## config.mk

```make
export PLATFORM = sky130hd
export DESIGN_NAME = mmc_spi_top
export DESIGN_NICKNAME = d
export VERILOG_FILES = /design/src/mmc_types_pkg.sv /design/src/mmc_timing_pkg.sv /design/src/mmc_host_req.sv /design/src/mmc_bit_timer.sv /design/src/mmc_spi_engine.sv /design/src/mmc_pins.sv /design/src/mmc_spi_top.sv
export SDC_FILE = /design/constraint.sdc
export NUM_CORES = 1
export LEC_CHECK = 0
export ABC_AREA = 1
export BUFFER_PORTS_ARGS = -buffer_cell sky130_fd_sc_hd__clkbuf_2
export CORE_MARGIN = 3
export CORE_UTILIZATION = 45
export DETAILED_ROUTE_END_ITERATION = 12
export PLACE_DENSITY_LB_ADDON = 0.25
export SLEW_MARGIN = 30
export SYNTH_ARGS = -nofsm -noshare
export SYNTH_HDL_FRONTEND = slang
export SYNTH_SLANG_ARGS = --single-unit
```

## constraint.sdc

```tcl
create_clock -name clk -period 6.7 [get_ports clk]
set_input_delay 2.01 -clock clk [delete_from_list [all_inputs] [get_ports clk]]
set_output_delay 2.01 -clock clk [all_outputs]
set_load 0.01 [all_outputs]
```

## src/mmc_types_pkg.sv

```systemverilog
// MMC host engine data types

package mmc_types_pkg;

   // Frame and data widths
   typedef logic [47:0] cmd_frame_t;
   typedef logic [7:0]  data_byte_t;

   // Bit counter, large enough for the 100-bit power-up sequence
   typedef logic [7:0]  bit_count_t;

   // Host operations
   typedef enum logic [2:0] {
      OP_NONE,
      OP_INIT,
      OP_SEND,
      OP_WR,
      OP_RD,
      OP_STOP
   } mmc_op_e;

   // Engine sequencing states
   typedef enum logic [3:0] {
      ST_IDLE,
      ST_CMD_LOAD,
      ST_CMD_SHIFT,
      ST_WR_SHIFT,
      ST_RD_SHIFT,
      ST_INIT_CLK,
      ST_INIT_WAIT,
      ST_STOP_CS,
      ST_STOP_CLK,
      ST_DONE_BIT,
      ST_DONE_A,
      ST_DONE_B
   } mmc_state_e;

   // Latched host request
   typedef struct packed {
      mmc_op_e    op;
      cmd_frame_t cmd;
      data_byte_t wdata;
   } mmc_req_t;

   // Pin levels requested by the engine
   typedef struct packed {
      logic cs_level;
      logic do_level;
      logic sclk_enable;
   } pin_ctl_t;

endpackage

```

## src/mmc_timing_pkg.sv

```systemverilog
// MMC bit timing definitions

package mmc_timing_pkg;

   // Position within one bit period, in clk cycles
   typedef logic [15:0] tick_count_t;

   // Bit period markers
   typedef struct packed {
      logic mid;
      logic last;
      logic in_quarter_window;
   } bit_tick_t;

   // Default system clock and serial bit rates, in Hz
   parameter int unsigned DEFAULT_FREQ    = 40_625_000;
   parameter int unsigned DEFAULT_RATE_HI = 10_000_000;
   parameter int unsigned DEFAULT_RATE_LO = 100_000;

endpackage

```

## src/mmc_host_req.sv

```systemverilog
// MMC host request capture

module mmc_host_req (
   input  logic                      clk,
   input  logic                      mmc_reset,
   input  logic                      init,
   input  logic                      send,
   input  logic                      wr,
   input  logic                      rd,
   input  logic                      stop,
   input  mmc_types_pkg::cmd_frame_t cmd,
   input  mmc_types_pkg::data_byte_t data_in,
   input  logic                      busy,
   output mmc_types_pkg::mmc_req_t   req,
   output logic                      req_valid,
   output logic                      done
);

   mmc_types_pkg::mmc_op_e sel_op;
   logic                   pending;
   logic                   accept;

   // Strobe priority: init, send, wr, rd, stop
   always_comb begin
      if (init)
         sel_op = mmc_types_pkg::OP_INIT;
      else if (send)
         sel_op = mmc_types_pkg::OP_SEND;
      else if (wr)
         sel_op = mmc_types_pkg::OP_WR;
      else if (rd)
         sel_op = mmc_types_pkg::OP_RD;
      else if (stop)
         sel_op = mmc_types_pkg::OP_STOP;
      else
         sel_op = mmc_types_pkg::OP_NONE;
   end

   assign accept = (sel_op != mmc_types_pkg::OP_NONE) && !busy && !pending;

   // Pending covers the gap until the engine reports busy
   always_ff @(posedge clk) begin
      if (mmc_reset) begin
         pending   <= 1'b0;
         req_valid <= 1'b0;
      end else begin
         req_valid <= accept;
         if (accept)
            pending <= 1'b1;
         else if (busy)
            pending <= 1'b0;
      end
   end

   always_ff @(posedge clk) begin
      if (accept)
         req <= '{op: sel_op, cmd: cmd, wdata: data_in};
   end

   assign done = !busy && !pending;

   // A new request may only reach an idle engine
   a_no_req_while_busy: assert property (
      @(posedge clk) disable iff (mmc_reset) req_valid |-> !busy)
      else $error("req_valid raised while engine busy");

endmodule

```

## src/mmc_bit_timer.sv

```systemverilog
// MMC serial bit timer

module mmc_bit_timer #(
   parameter int unsigned FREQ    = mmc_timing_pkg::DEFAULT_FREQ,
   parameter int unsigned RATE_HI = mmc_timing_pkg::DEFAULT_RATE_HI,
   parameter int unsigned RATE_LO = mmc_timing_pkg::DEFAULT_RATE_LO
) (
   input  logic                      clk,
   input  logic                      mmc_reset,
   input  logic                      speed,
   input  logic                      hold,
   output mmc_timing_pkg::bit_tick_t tick,
   output logic                      fast
);

   ////////////////////////////////////////////////////////////////////////////
   // Bit widths and match points

   localparam int unsigned W_HI = FREQ / RATE_HI;
   localparam int unsigned W_LO = FREQ / RATE_LO;

   // Flags are registered, so each match sits one count early
   localparam mmc_timing_pkg::tick_count_t HI_MID =
      mmc_timing_pkg::tick_count_t'(W_HI / 2 - 1);
   localparam mmc_timing_pkg::tick_count_t HI_END =
      mmc_timing_pkg::tick_count_t'(W_HI - 2);
   localparam mmc_timing_pkg::tick_count_t LO_MID =
      mmc_timing_pkg::tick_count_t'(W_LO / 2 - 1);
   localparam mmc_timing_pkg::tick_count_t LO_END =
      mmc_timing_pkg::tick_count_t'(W_LO - 2);
   localparam mmc_timing_pkg::tick_count_t LO_Q1 =
      mmc_timing_pkg::tick_count_t'(W_LO / 4 - 1);
   localparam mmc_timing_pkg::tick_count_t LO_Q3 =
      mmc_timing_pkg::tick_count_t'(W_LO - W_LO / 4 - 1);

   ////////////////////////////////////////////////////////////////////////////
   // Counter and tick flags

   mmc_timing_pkg::tick_count_t count;
   mmc_timing_pkg::tick_count_t mid_match;
   mmc_timing_pkg::tick_count_t end_match;

   assign mid_match = fast ? HI_MID : LO_MID;
   assign end_match = fast ? HI_END : LO_END;

   always_ff @(posedge clk) begin
      if (mmc_reset) begin
         count <= '0;
         fast  <= 1'b0;
      end else begin
         fast <= speed;
         if (hold || tick.last)
            count <= '0;
         else
            count <= count + 16'd1;
      end
   end

   always_ff @(posedge clk) begin
      if (mmc_reset) begin
         tick <= '0;
      end else begin
         tick.mid               <= (count == mid_match);
         tick.last              <= (count == end_match);
         tick.in_quarter_window <= (count >= LO_Q1) && (count <= LO_Q3);
      end
   end

   a_mid_last_apart: assert property (
      @(posedge clk) disable iff (mmc_reset) !(tick.mid && tick.last))
      else $error("bit middle and bit end flagged together");

endmodule

```

## src/mmc_spi_engine.sv

```systemverilog
// MMC SPI operation sequencer

module mmc_spi_engine (
   input  logic                      clk,
   input  logic                      mmc_reset,
   input  mmc_types_pkg::mmc_req_t   req,
   input  logic                      req_valid,
   input  mmc_timing_pkg::bit_tick_t tick,
   input  logic                      sample,
   input  logic                      mmc_di,
   output logic                      busy,
   output logic                      hold,
   output mmc_types_pkg::pin_ctl_t   pins,
   output mmc_types_pkg::data_byte_t data_out
);

   // Index of the final bit in each phase
   localparam mmc_types_pkg::bit_count_t INIT_CLK_LAST  = mmc_types_pkg::bit_count_t'(79);
   localparam mmc_types_pkg::bit_count_t INIT_WAIT_LAST = mmc_types_pkg::bit_count_t'(99);
   localparam mmc_types_pkg::bit_count_t CMD_LAST       = mmc_types_pkg::bit_count_t'(47);
   localparam mmc_types_pkg::bit_count_t BYTE_LAST      = mmc_types_pkg::bit_count_t'(7);

   mmc_types_pkg::mmc_state_e state;
   mmc_types_pkg::mmc_state_e state_next;
   mmc_types_pkg::bit_count_t bit_cnt;
   mmc_types_pkg::cmd_frame_t cmd_sr;
   mmc_types_pkg::data_byte_t byte_sr;
   logic                      cs_q;
   logic                      line_hi;
   logic                      counting;
   logic                      take;

   assign take = (state == mmc_types_pkg::ST_IDLE) && req_valid;

   ////////////////////////////////////////////////////////////////////////////
   // Next state

   always_comb begin
      state_next = state;
      unique case (state)
         mmc_types_pkg::ST_IDLE: begin
            if (req_valid) begin
               unique case (req.op)
                  mmc_types_pkg::OP_INIT: state_next = mmc_types_pkg::ST_INIT_CLK;
                  mmc_types_pkg::OP_SEND: state_next = mmc_types_pkg::ST_CMD_LOAD;
                  mmc_types_pkg::OP_WR:   state_next = mmc_types_pkg::ST_WR_SHIFT;
                  mmc_types_pkg::OP_RD:   state_next = mmc_types_pkg::ST_RD_SHIFT;
                  mmc_types_pkg::OP_STOP: state_next = mmc_types_pkg::ST_STOP_CS;
                  default:                state_next = mmc_types_pkg::ST_IDLE;
               endcase
            end
         end
         mmc_types_pkg::ST_CMD_LOAD:
            state_next = mmc_types_pkg::ST_CMD_SHIFT;
         mmc_types_pkg::ST_CMD_SHIFT:
            if (tick.last && bit_cnt == CMD_LAST)
               state_next = mmc_types_pkg::ST_DONE_BIT;
         mmc_types_pkg::ST_WR_SHIFT,
         mmc_types_pkg::ST_RD_SHIFT,
         mmc_types_pkg::ST_STOP_CLK:
            if (tick.last && bit_cnt == BYTE_LAST)
               state_next = mmc_types_pkg::ST_DONE_BIT;
         mmc_types_pkg::ST_INIT_CLK:
            if (tick.last && bit_cnt == INIT_CLK_LAST)
               state_next = mmc_types_pkg::ST_INIT_WAIT;
         mmc_types_pkg::ST_INIT_WAIT:
            if (tick.last && bit_cnt == INIT_WAIT_LAST)
               state_next = mmc_types_pkg::ST_DONE_BIT;
         // One full bit of chip select before the idle clocks
         mmc_types_pkg::ST_STOP_CS:
            if (tick.last)
               state_next = mmc_types_pkg::ST_STOP_CLK;
         mmc_types_pkg::ST_DONE_BIT:
            state_next = mmc_types_pkg::ST_DONE_A;
         mmc_types_pkg::ST_DONE_A:
            state_next = mmc_types_pkg::ST_DONE_B;
         default:
            state_next = mmc_types_pkg::ST_IDLE;
      endcase
   end

   always_comb begin
      unique case (state)
         mmc_types_pkg::ST_CMD_SHIFT,
         mmc_types_pkg::ST_WR_SHIFT,
         mmc_types_pkg::ST_RD_SHIFT,
         mmc_types_pkg::ST_INIT_CLK,
         mmc_types_pkg::ST_INIT_WAIT,
         mmc_types_pkg::ST_STOP_CLK: counting = 1'b1;
         default:                    counting = 1'b0;
      endcase
   end

   ////////////////////////////////////////////////////////////////////////////
   // Control registers

   always_ff @(posedge clk) begin
      if (mmc_reset) begin
         state    <= mmc_types_pkg::ST_IDLE;
         bit_cnt  <= '0;
         cs_q     <= 1'b0;
         line_hi  <= 1'b0;
         data_out <= '0;
      end else begin
         state <= state_next;
         if (state == mmc_types_pkg::ST_IDLE)
            bit_cnt <= '0;
         else if (counting && tick.last)
            bit_cnt <= bit_cnt + 8'd1;
         // Chip select follows the last operation that set it
         if (take && (req.op == mmc_types_pkg::OP_INIT || req.op == mmc_types_pkg::OP_STOP))
            cs_q <= 1'b1;
         else if (take && req.op == mmc_types_pkg::OP_SEND)
            cs_q <= 1'b0;
         // Data line rests high once any operation has run
         if (state == mmc_types_pkg::ST_DONE_BIT)
            line_hi <= 1'b1;
         if (take && req.op == mmc_types_pkg::OP_RD)
            data_out <= '0;
         else if (state == mmc_types_pkg::ST_RD_SHIFT && sample)
            data_out <= {data_out[6:0], mmc_di};
      end
   end

   // Transmit shifters, MSB first
   always_ff @(posedge clk) begin
      if (take) begin
         cmd_sr  <= req.cmd;
         byte_sr <= req.wdata;
      end else if (tick.last) begin
         if (state == mmc_types_pkg::ST_CMD_SHIFT)
            cmd_sr <= {cmd_sr[46:0], 1'b0};
         if (state == mmc_types_pkg::ST_WR_SHIFT)
            byte_sr <= {byte_sr[6:0], 1'b0};
      end
   end

   ////////////////////////////////////////////////////////////////////////////
   // Pin requests

   always_comb begin
      pins.cs_level = cs_q;
      unique case (state)
         mmc_types_pkg::ST_CMD_LOAD,
         mmc_types_pkg::ST_CMD_SHIFT: pins.do_level = cmd_sr[47];
         mmc_types_pkg::ST_WR_SHIFT:  pins.do_level = byte_sr[7];
         mmc_types_pkg::ST_IDLE:      pins.do_level = line_hi;
         default:                     pins.do_level = 1'b1;
      endcase
      unique case (state)
         mmc_types_pkg::ST_CMD_SHIFT,
         mmc_types_pkg::ST_WR_SHIFT,
         mmc_types_pkg::ST_RD_SHIFT,
         mmc_types_pkg::ST_INIT_CLK,
         mmc_types_pkg::ST_STOP_CLK: pins.sclk_enable = 1'b1;
         default:                    pins.sclk_enable = 1'b0;
      endcase
   end

   assign busy = (state != mmc_types_pkg::ST_IDLE);
   assign hold = (state == mmc_types_pkg::ST_IDLE) || (state == mmc_types_pkg::ST_CMD_LOAD);

   a_bit_cnt_range: assert property (
      @(posedge clk) disable iff (mmc_reset) bit_cnt <= 8'd100)
      else $error("bit count beyond power-up length");

endmodule

```

## src/mmc_pins.sv

```systemverilog
// MMC serial pin driver

module mmc_pins (
   input  logic                      clk,
   input  logic                      mmc_reset,
   input  mmc_types_pkg::pin_ctl_t   pins,
   input  mmc_timing_pkg::bit_tick_t tick,
   input  logic                      fast,
   output logic                      mmc_cs,
   output logic                      mmc_do,
   output logic                      mmc_sclk,
   output logic                      sample
);

   logic sclk_next;

   // Fast: high from bit middle to bit end
   // Slow: high inside the quarter window
   always_comb begin
      if (!pins.sclk_enable) begin
         sclk_next = 1'b0;
      end else if (fast) begin
         if (tick.mid)
            sclk_next = 1'b1;
         else if (tick.last)
            sclk_next = 1'b0;
         else
            sclk_next = mmc_sclk;
      end else begin
         sclk_next = tick.in_quarter_window;
      end
   end

   always_ff @(posedge clk) begin
      if (mmc_reset) begin
         mmc_cs   <= 1'b0;
         mmc_do   <= 1'b0;
         mmc_sclk <= 1'b0;
      end else begin
         mmc_cs   <= pins.cs_level;
         mmc_do   <= pins.do_level;
         mmc_sclk <= sclk_next;
      end
   end

   // Receive strobe while the clock is high, once per bit
   assign sample = pins.sclk_enable && (fast ? (mmc_sclk && tick.last) : tick.mid);

endmodule

```

## src/mmc_spi_top.sv

```systemverilog
// MMC SPI host top level

module mmc_spi_top #(
   parameter int unsigned FREQ    = mmc_timing_pkg::DEFAULT_FREQ,
   parameter int unsigned RATE_HI = mmc_timing_pkg::DEFAULT_RATE_HI,
   parameter int unsigned RATE_LO = mmc_timing_pkg::DEFAULT_RATE_LO
) (
   input  logic                      clk,
   input  logic                      mmc_reset,
   input  mmc_types_pkg::cmd_frame_t cmd,
   input  mmc_types_pkg::data_byte_t data_in,
   input  logic                      init,
   input  logic                      send,
   input  logic                      wr,
   input  logic                      rd,
   input  logic                      stop,
   input  logic                      speed,
   output logic                      done,
   output mmc_types_pkg::data_byte_t data_out,
   output logic                      mmc_cs,
   output logic                      mmc_do,
   output logic                      mmc_sclk,
   input  logic                      mmc_di
);

   mmc_types_pkg::mmc_req_t   req;
   mmc_types_pkg::pin_ctl_t   pins;
   mmc_timing_pkg::bit_tick_t tick;
   logic                      req_valid;
   logic                      busy;
   logic                      hold;
   logic                      fast;
   logic                      sample;

   mmc_host_req u_req (
      .clk       (clk),
      .mmc_reset (mmc_reset),
      .init      (init),
      .send      (send),
      .wr        (wr),
      .rd        (rd),
      .stop      (stop),
      .cmd       (cmd),
      .data_in   (data_in),
      .busy      (busy),
      .req       (req),
      .req_valid (req_valid),
      .done      (done)
   );

   mmc_bit_timer #(
      .FREQ    (FREQ),
      .RATE_HI (RATE_HI),
      .RATE_LO (RATE_LO)
   ) u_timer (
      .clk       (clk),
      .mmc_reset (mmc_reset),
      .speed     (speed),
      .hold      (hold),
      .tick      (tick),
      .fast      (fast)
   );

   mmc_spi_engine u_engine (
      .clk       (clk),
      .mmc_reset (mmc_reset),
      .req       (req),
      .req_valid (req_valid),
      .tick      (tick),
      .sample    (sample),
      .mmc_di    (mmc_di),
      .busy      (busy),
      .hold      (hold),
      .pins      (pins),
      .data_out  (data_out)
   );

   mmc_pins u_pins (
      .clk       (clk),
      .mmc_reset (mmc_reset),
      .pins      (pins),
      .tick      (tick),
      .fast      (fast),
      .mmc_cs    (mmc_cs),
      .mmc_do    (mmc_do),
      .mmc_sclk  (mmc_sclk),
      .sample    (sample)
   );

endmodule

```

==> results.md <==
- Final Total Pwr: 3110 uW
- Pint: 2130 uW
- Commonest non-fill, non-tap cell in the layout: nand2_1
- Min-delay worst type: reg -> reg
- Drt first-iter violations: 305
- Hold Fails Final Rpt: 0
- Fillers: 1232
- First-pass GRT wire length: 20600 um
- Detailed-route via count: 4613
- Fin crit share: 53.0%
- Total wire length: 12300 um
- Hold WS: 0.443 ns
- Max frequency: 282 MHz
- CTS tree: yes
- Initial antenna violation count: 0
- Crit path DAT: 1.54 ns
- Die area: 16300 um^2
- Port Buffers: 76
- Total track usage: 15.9%
- Vias in the first global route: 4423
- Combinational power share: 20.7%
- Diode count: 0
- Post-CTS Setup Inserts: 0
- Most frequent cells in the layout: nand2_1 (244), edfxtp_1 (115), clkbuf_2 (76)
- Clock Skew: 0.00932 ns
- Switching Share: 31.4%
- Antenna-violating nets left: 0
- Dpl cells: 919
- Routed vias/inst: 4.85
- Net Sw Power: 975 uW
- Reg clk slew, reported paths: 0.07 ns
- Slew of the pin with the lowest slew margin: 0.829 ns
- Slew Viols, Final: 0
- Setup Crit Path Kind: reg -> out
- VDD IR max: 211 uV
- Critical path's slowest cell: dfxtp_1
- MaxCap Viol Count: 0
- Grt total ovfl: 0
- Max Fanout on Critical Path: 6
- Placer Congestion: 0.872
- Share of post-route cells with drive strength above 1: 16.6%
- Post-DP HPWL: 8500 um
- TNS Setup: 0 ns
- Initial core utilization: 47.0%
- Hold_buf cts: 0
- Die H: 128 um
- Post-Syn Area: 6650 um^2
- RSZ-0062 raised after global routing: no
- Die Wd: 128 um
- CTS Buf Count: 17
- # rows: 43
- Syn Area/Cell: 9.85 um^2
- CTS sink count: 162
- H-tree levels: 4
- Largest net degree at the start of global routing: 60
- # setup viols final: 0
- Finished Layout Cells: 951
- Final min period: 3.55 ns
- Slew HR: 44.7%
- Detailed-router iteration count before antenna repair: 5
- Root Driver: clkbuf_16
- Outcome: completed
- CP Launch Type: register
- DRC Markers: 0
- Part of the power in registers: 48.7%
- Max clock buf depth: 2
- Syn Inst Count: 675
- # resized after CTS: 0
- Largest stage delay, worst path: 0.35 ns
- Worst-path cell chain: nor2_2 > nand2_4 > nor2_1 > clkbuf_2
- Count of cell types in the netlist: 36
- IO Pins: 77
- Pleak: 0.00331 uW
- Final nets: 827
- Crit end category: output port
- Crit path required time: 4.69 ns
- Synthesized net count: 744
- PD cells: 397 nW/um^2
- Routed wire per std cell: 12.9 um
- Area Overhead vs Synth: 17.6%
- Seq cells post-synth: 162
- Synth warn: 0
- Worst skew pair latency: 0.43 ns
- Sequential share of the synthesized area: 66.1%
- Clock power frac: 30.6%
- Core ar.: 14100 um^2
-- state kept, by name, summed over array words and instances, names as in the netlist, 3 cells and up --
register / flops
u_engine.cmd_sr: 48
u_engine.state: 4
u_req.req: 59
u_timer.tick: 3
u_engine.data_out: 8
u_engine.byte_sr: 8
u_timer.count: 16
u_engine.bit_cnt: 8
-- through the flow --
stage                     setup slack [ns]  cell area [um^2]  utilization [%]
after global routing                  3.02              7820             55.3
after global placement                2.81              7230             51.1
after CTS                             3.11              7820             55.2
final                                 3.15              7820             55.3
after floorplan                       1.77              6660                -
after detailed placement              2.78              7230             51.1
-- per-layer routing --
metal	routed length, um	vias to the layer above	track usage [%]
met3	498	7	4.10
met5	0	-	0
li1	-	2401	-
met1	5610	2120	20.7
met4	109	0	6.18
met2	6040	85	25.7
-- cell type report --
type	instances	area (um^2)	area share, %
flip-flops and latches	162	4390	56.2
multi-input cells	431	1960	25.0
clock buffers	17	425	5.44
repair buffers	78	395	5.06
inverters	68	259	3.31
well taps	180	225	2.88
clock inverters	15	161	2.06
-- Yosys cell counts --
cell      count  share of area, %
xnor2_1       2              0.26
inv_1        65               3.7
o21a_1        1              0.11
nand2_1     245                14
nor3b_1       1              0.11
a41oi_1       1              0.13
edfxtp_1    115                52
o21ai_0      12              0.90
clkbuf_1      4              0.23
buf_2        10              0.75
a31o_2        1              0.13
a21oi_2       1              0.13
or2_2         1             0.094
a21oi_1      25               1.9
nand2_2       1             0.094
inv_4         1             0.094
nor4_1        4              0.38
nand2_4       2              0.34
nand4_1       7              0.66
o31ai_1       1              0.11
o211ai_1      8              0.90
ha_1          4              0.75
nand3_1      26               2.0
nand3_2       1              0.15
nand3b_1      1              0.11
nor3_4        1              0.24
inv_2         2              0.11
xor2_1        5              0.66
nor3_1       13              0.98
a31oi_1       1             0.094
o21bai_1      1              0.11
nor2_2        5              0.47
a311oi_1      1              0.13
dfxtp_1      47                14
o21ai_1       1             0.075
nor2_1       58               3.3
-- worst max-delay path, delay by kind of cell (launching register included) --
family                 cells  cell delay [ns]
and+or+nand+nor            3             0.60
DFF                        1             0.35
buffers and inverters      1             0.16
-- power groups by stage --
| stage | sequential, uW | clock [uW] | combinational (uW) |
|---|---|---|---|
| floorplan | 1520 | 0 | 481 |
| detailed placement | 1530 | 0 | 656 |
| finish | 1510 | 950 | 644 |
| global route | 1530 | 1020 | 748 |
| global placement | 1530 | 0 | 640 |
| CTS | 1510 | 967 | 658 |
-- cell families after synthesis --
group / count (synthesis) / share of synthesized area (%)
DFF: 162 / 66.1
buffers and inverters: 82 / 4.85
and+or+nand+nor: 366 / 22.7
adders and majority gates: 4 / 0.752
AOI/OAI and AO/OA: 54 / 4.72
xor gates and xnor gates: 7 / 0.922
-- final timing paths --
kind | start | end | slack [ns] | cells after the start
hold / removal | u_engine.cs_q$_SDFFE_PP0P_ | u_pins.mmc_cs$_SDFF_PP0_ | 0.44 | 2
hold reg to reg | u_engine.cs_q$_SDFFE_PP0P_ | u_pins.mmc_cs$_SDFF_PP0_ | 0.44 | 2
setup reg to reg | u_engine.state[0]$_SDFFE_PP0P_ | u_engine.cmd_sr[16]$_DFFE_PP_ | 3.94 | 5
setup / recovery | u_engine.state[0]$_SDFFE_PP0P_ | done | 3.15 | 4
Note: power is estimated with default switching activity, not from simulation.
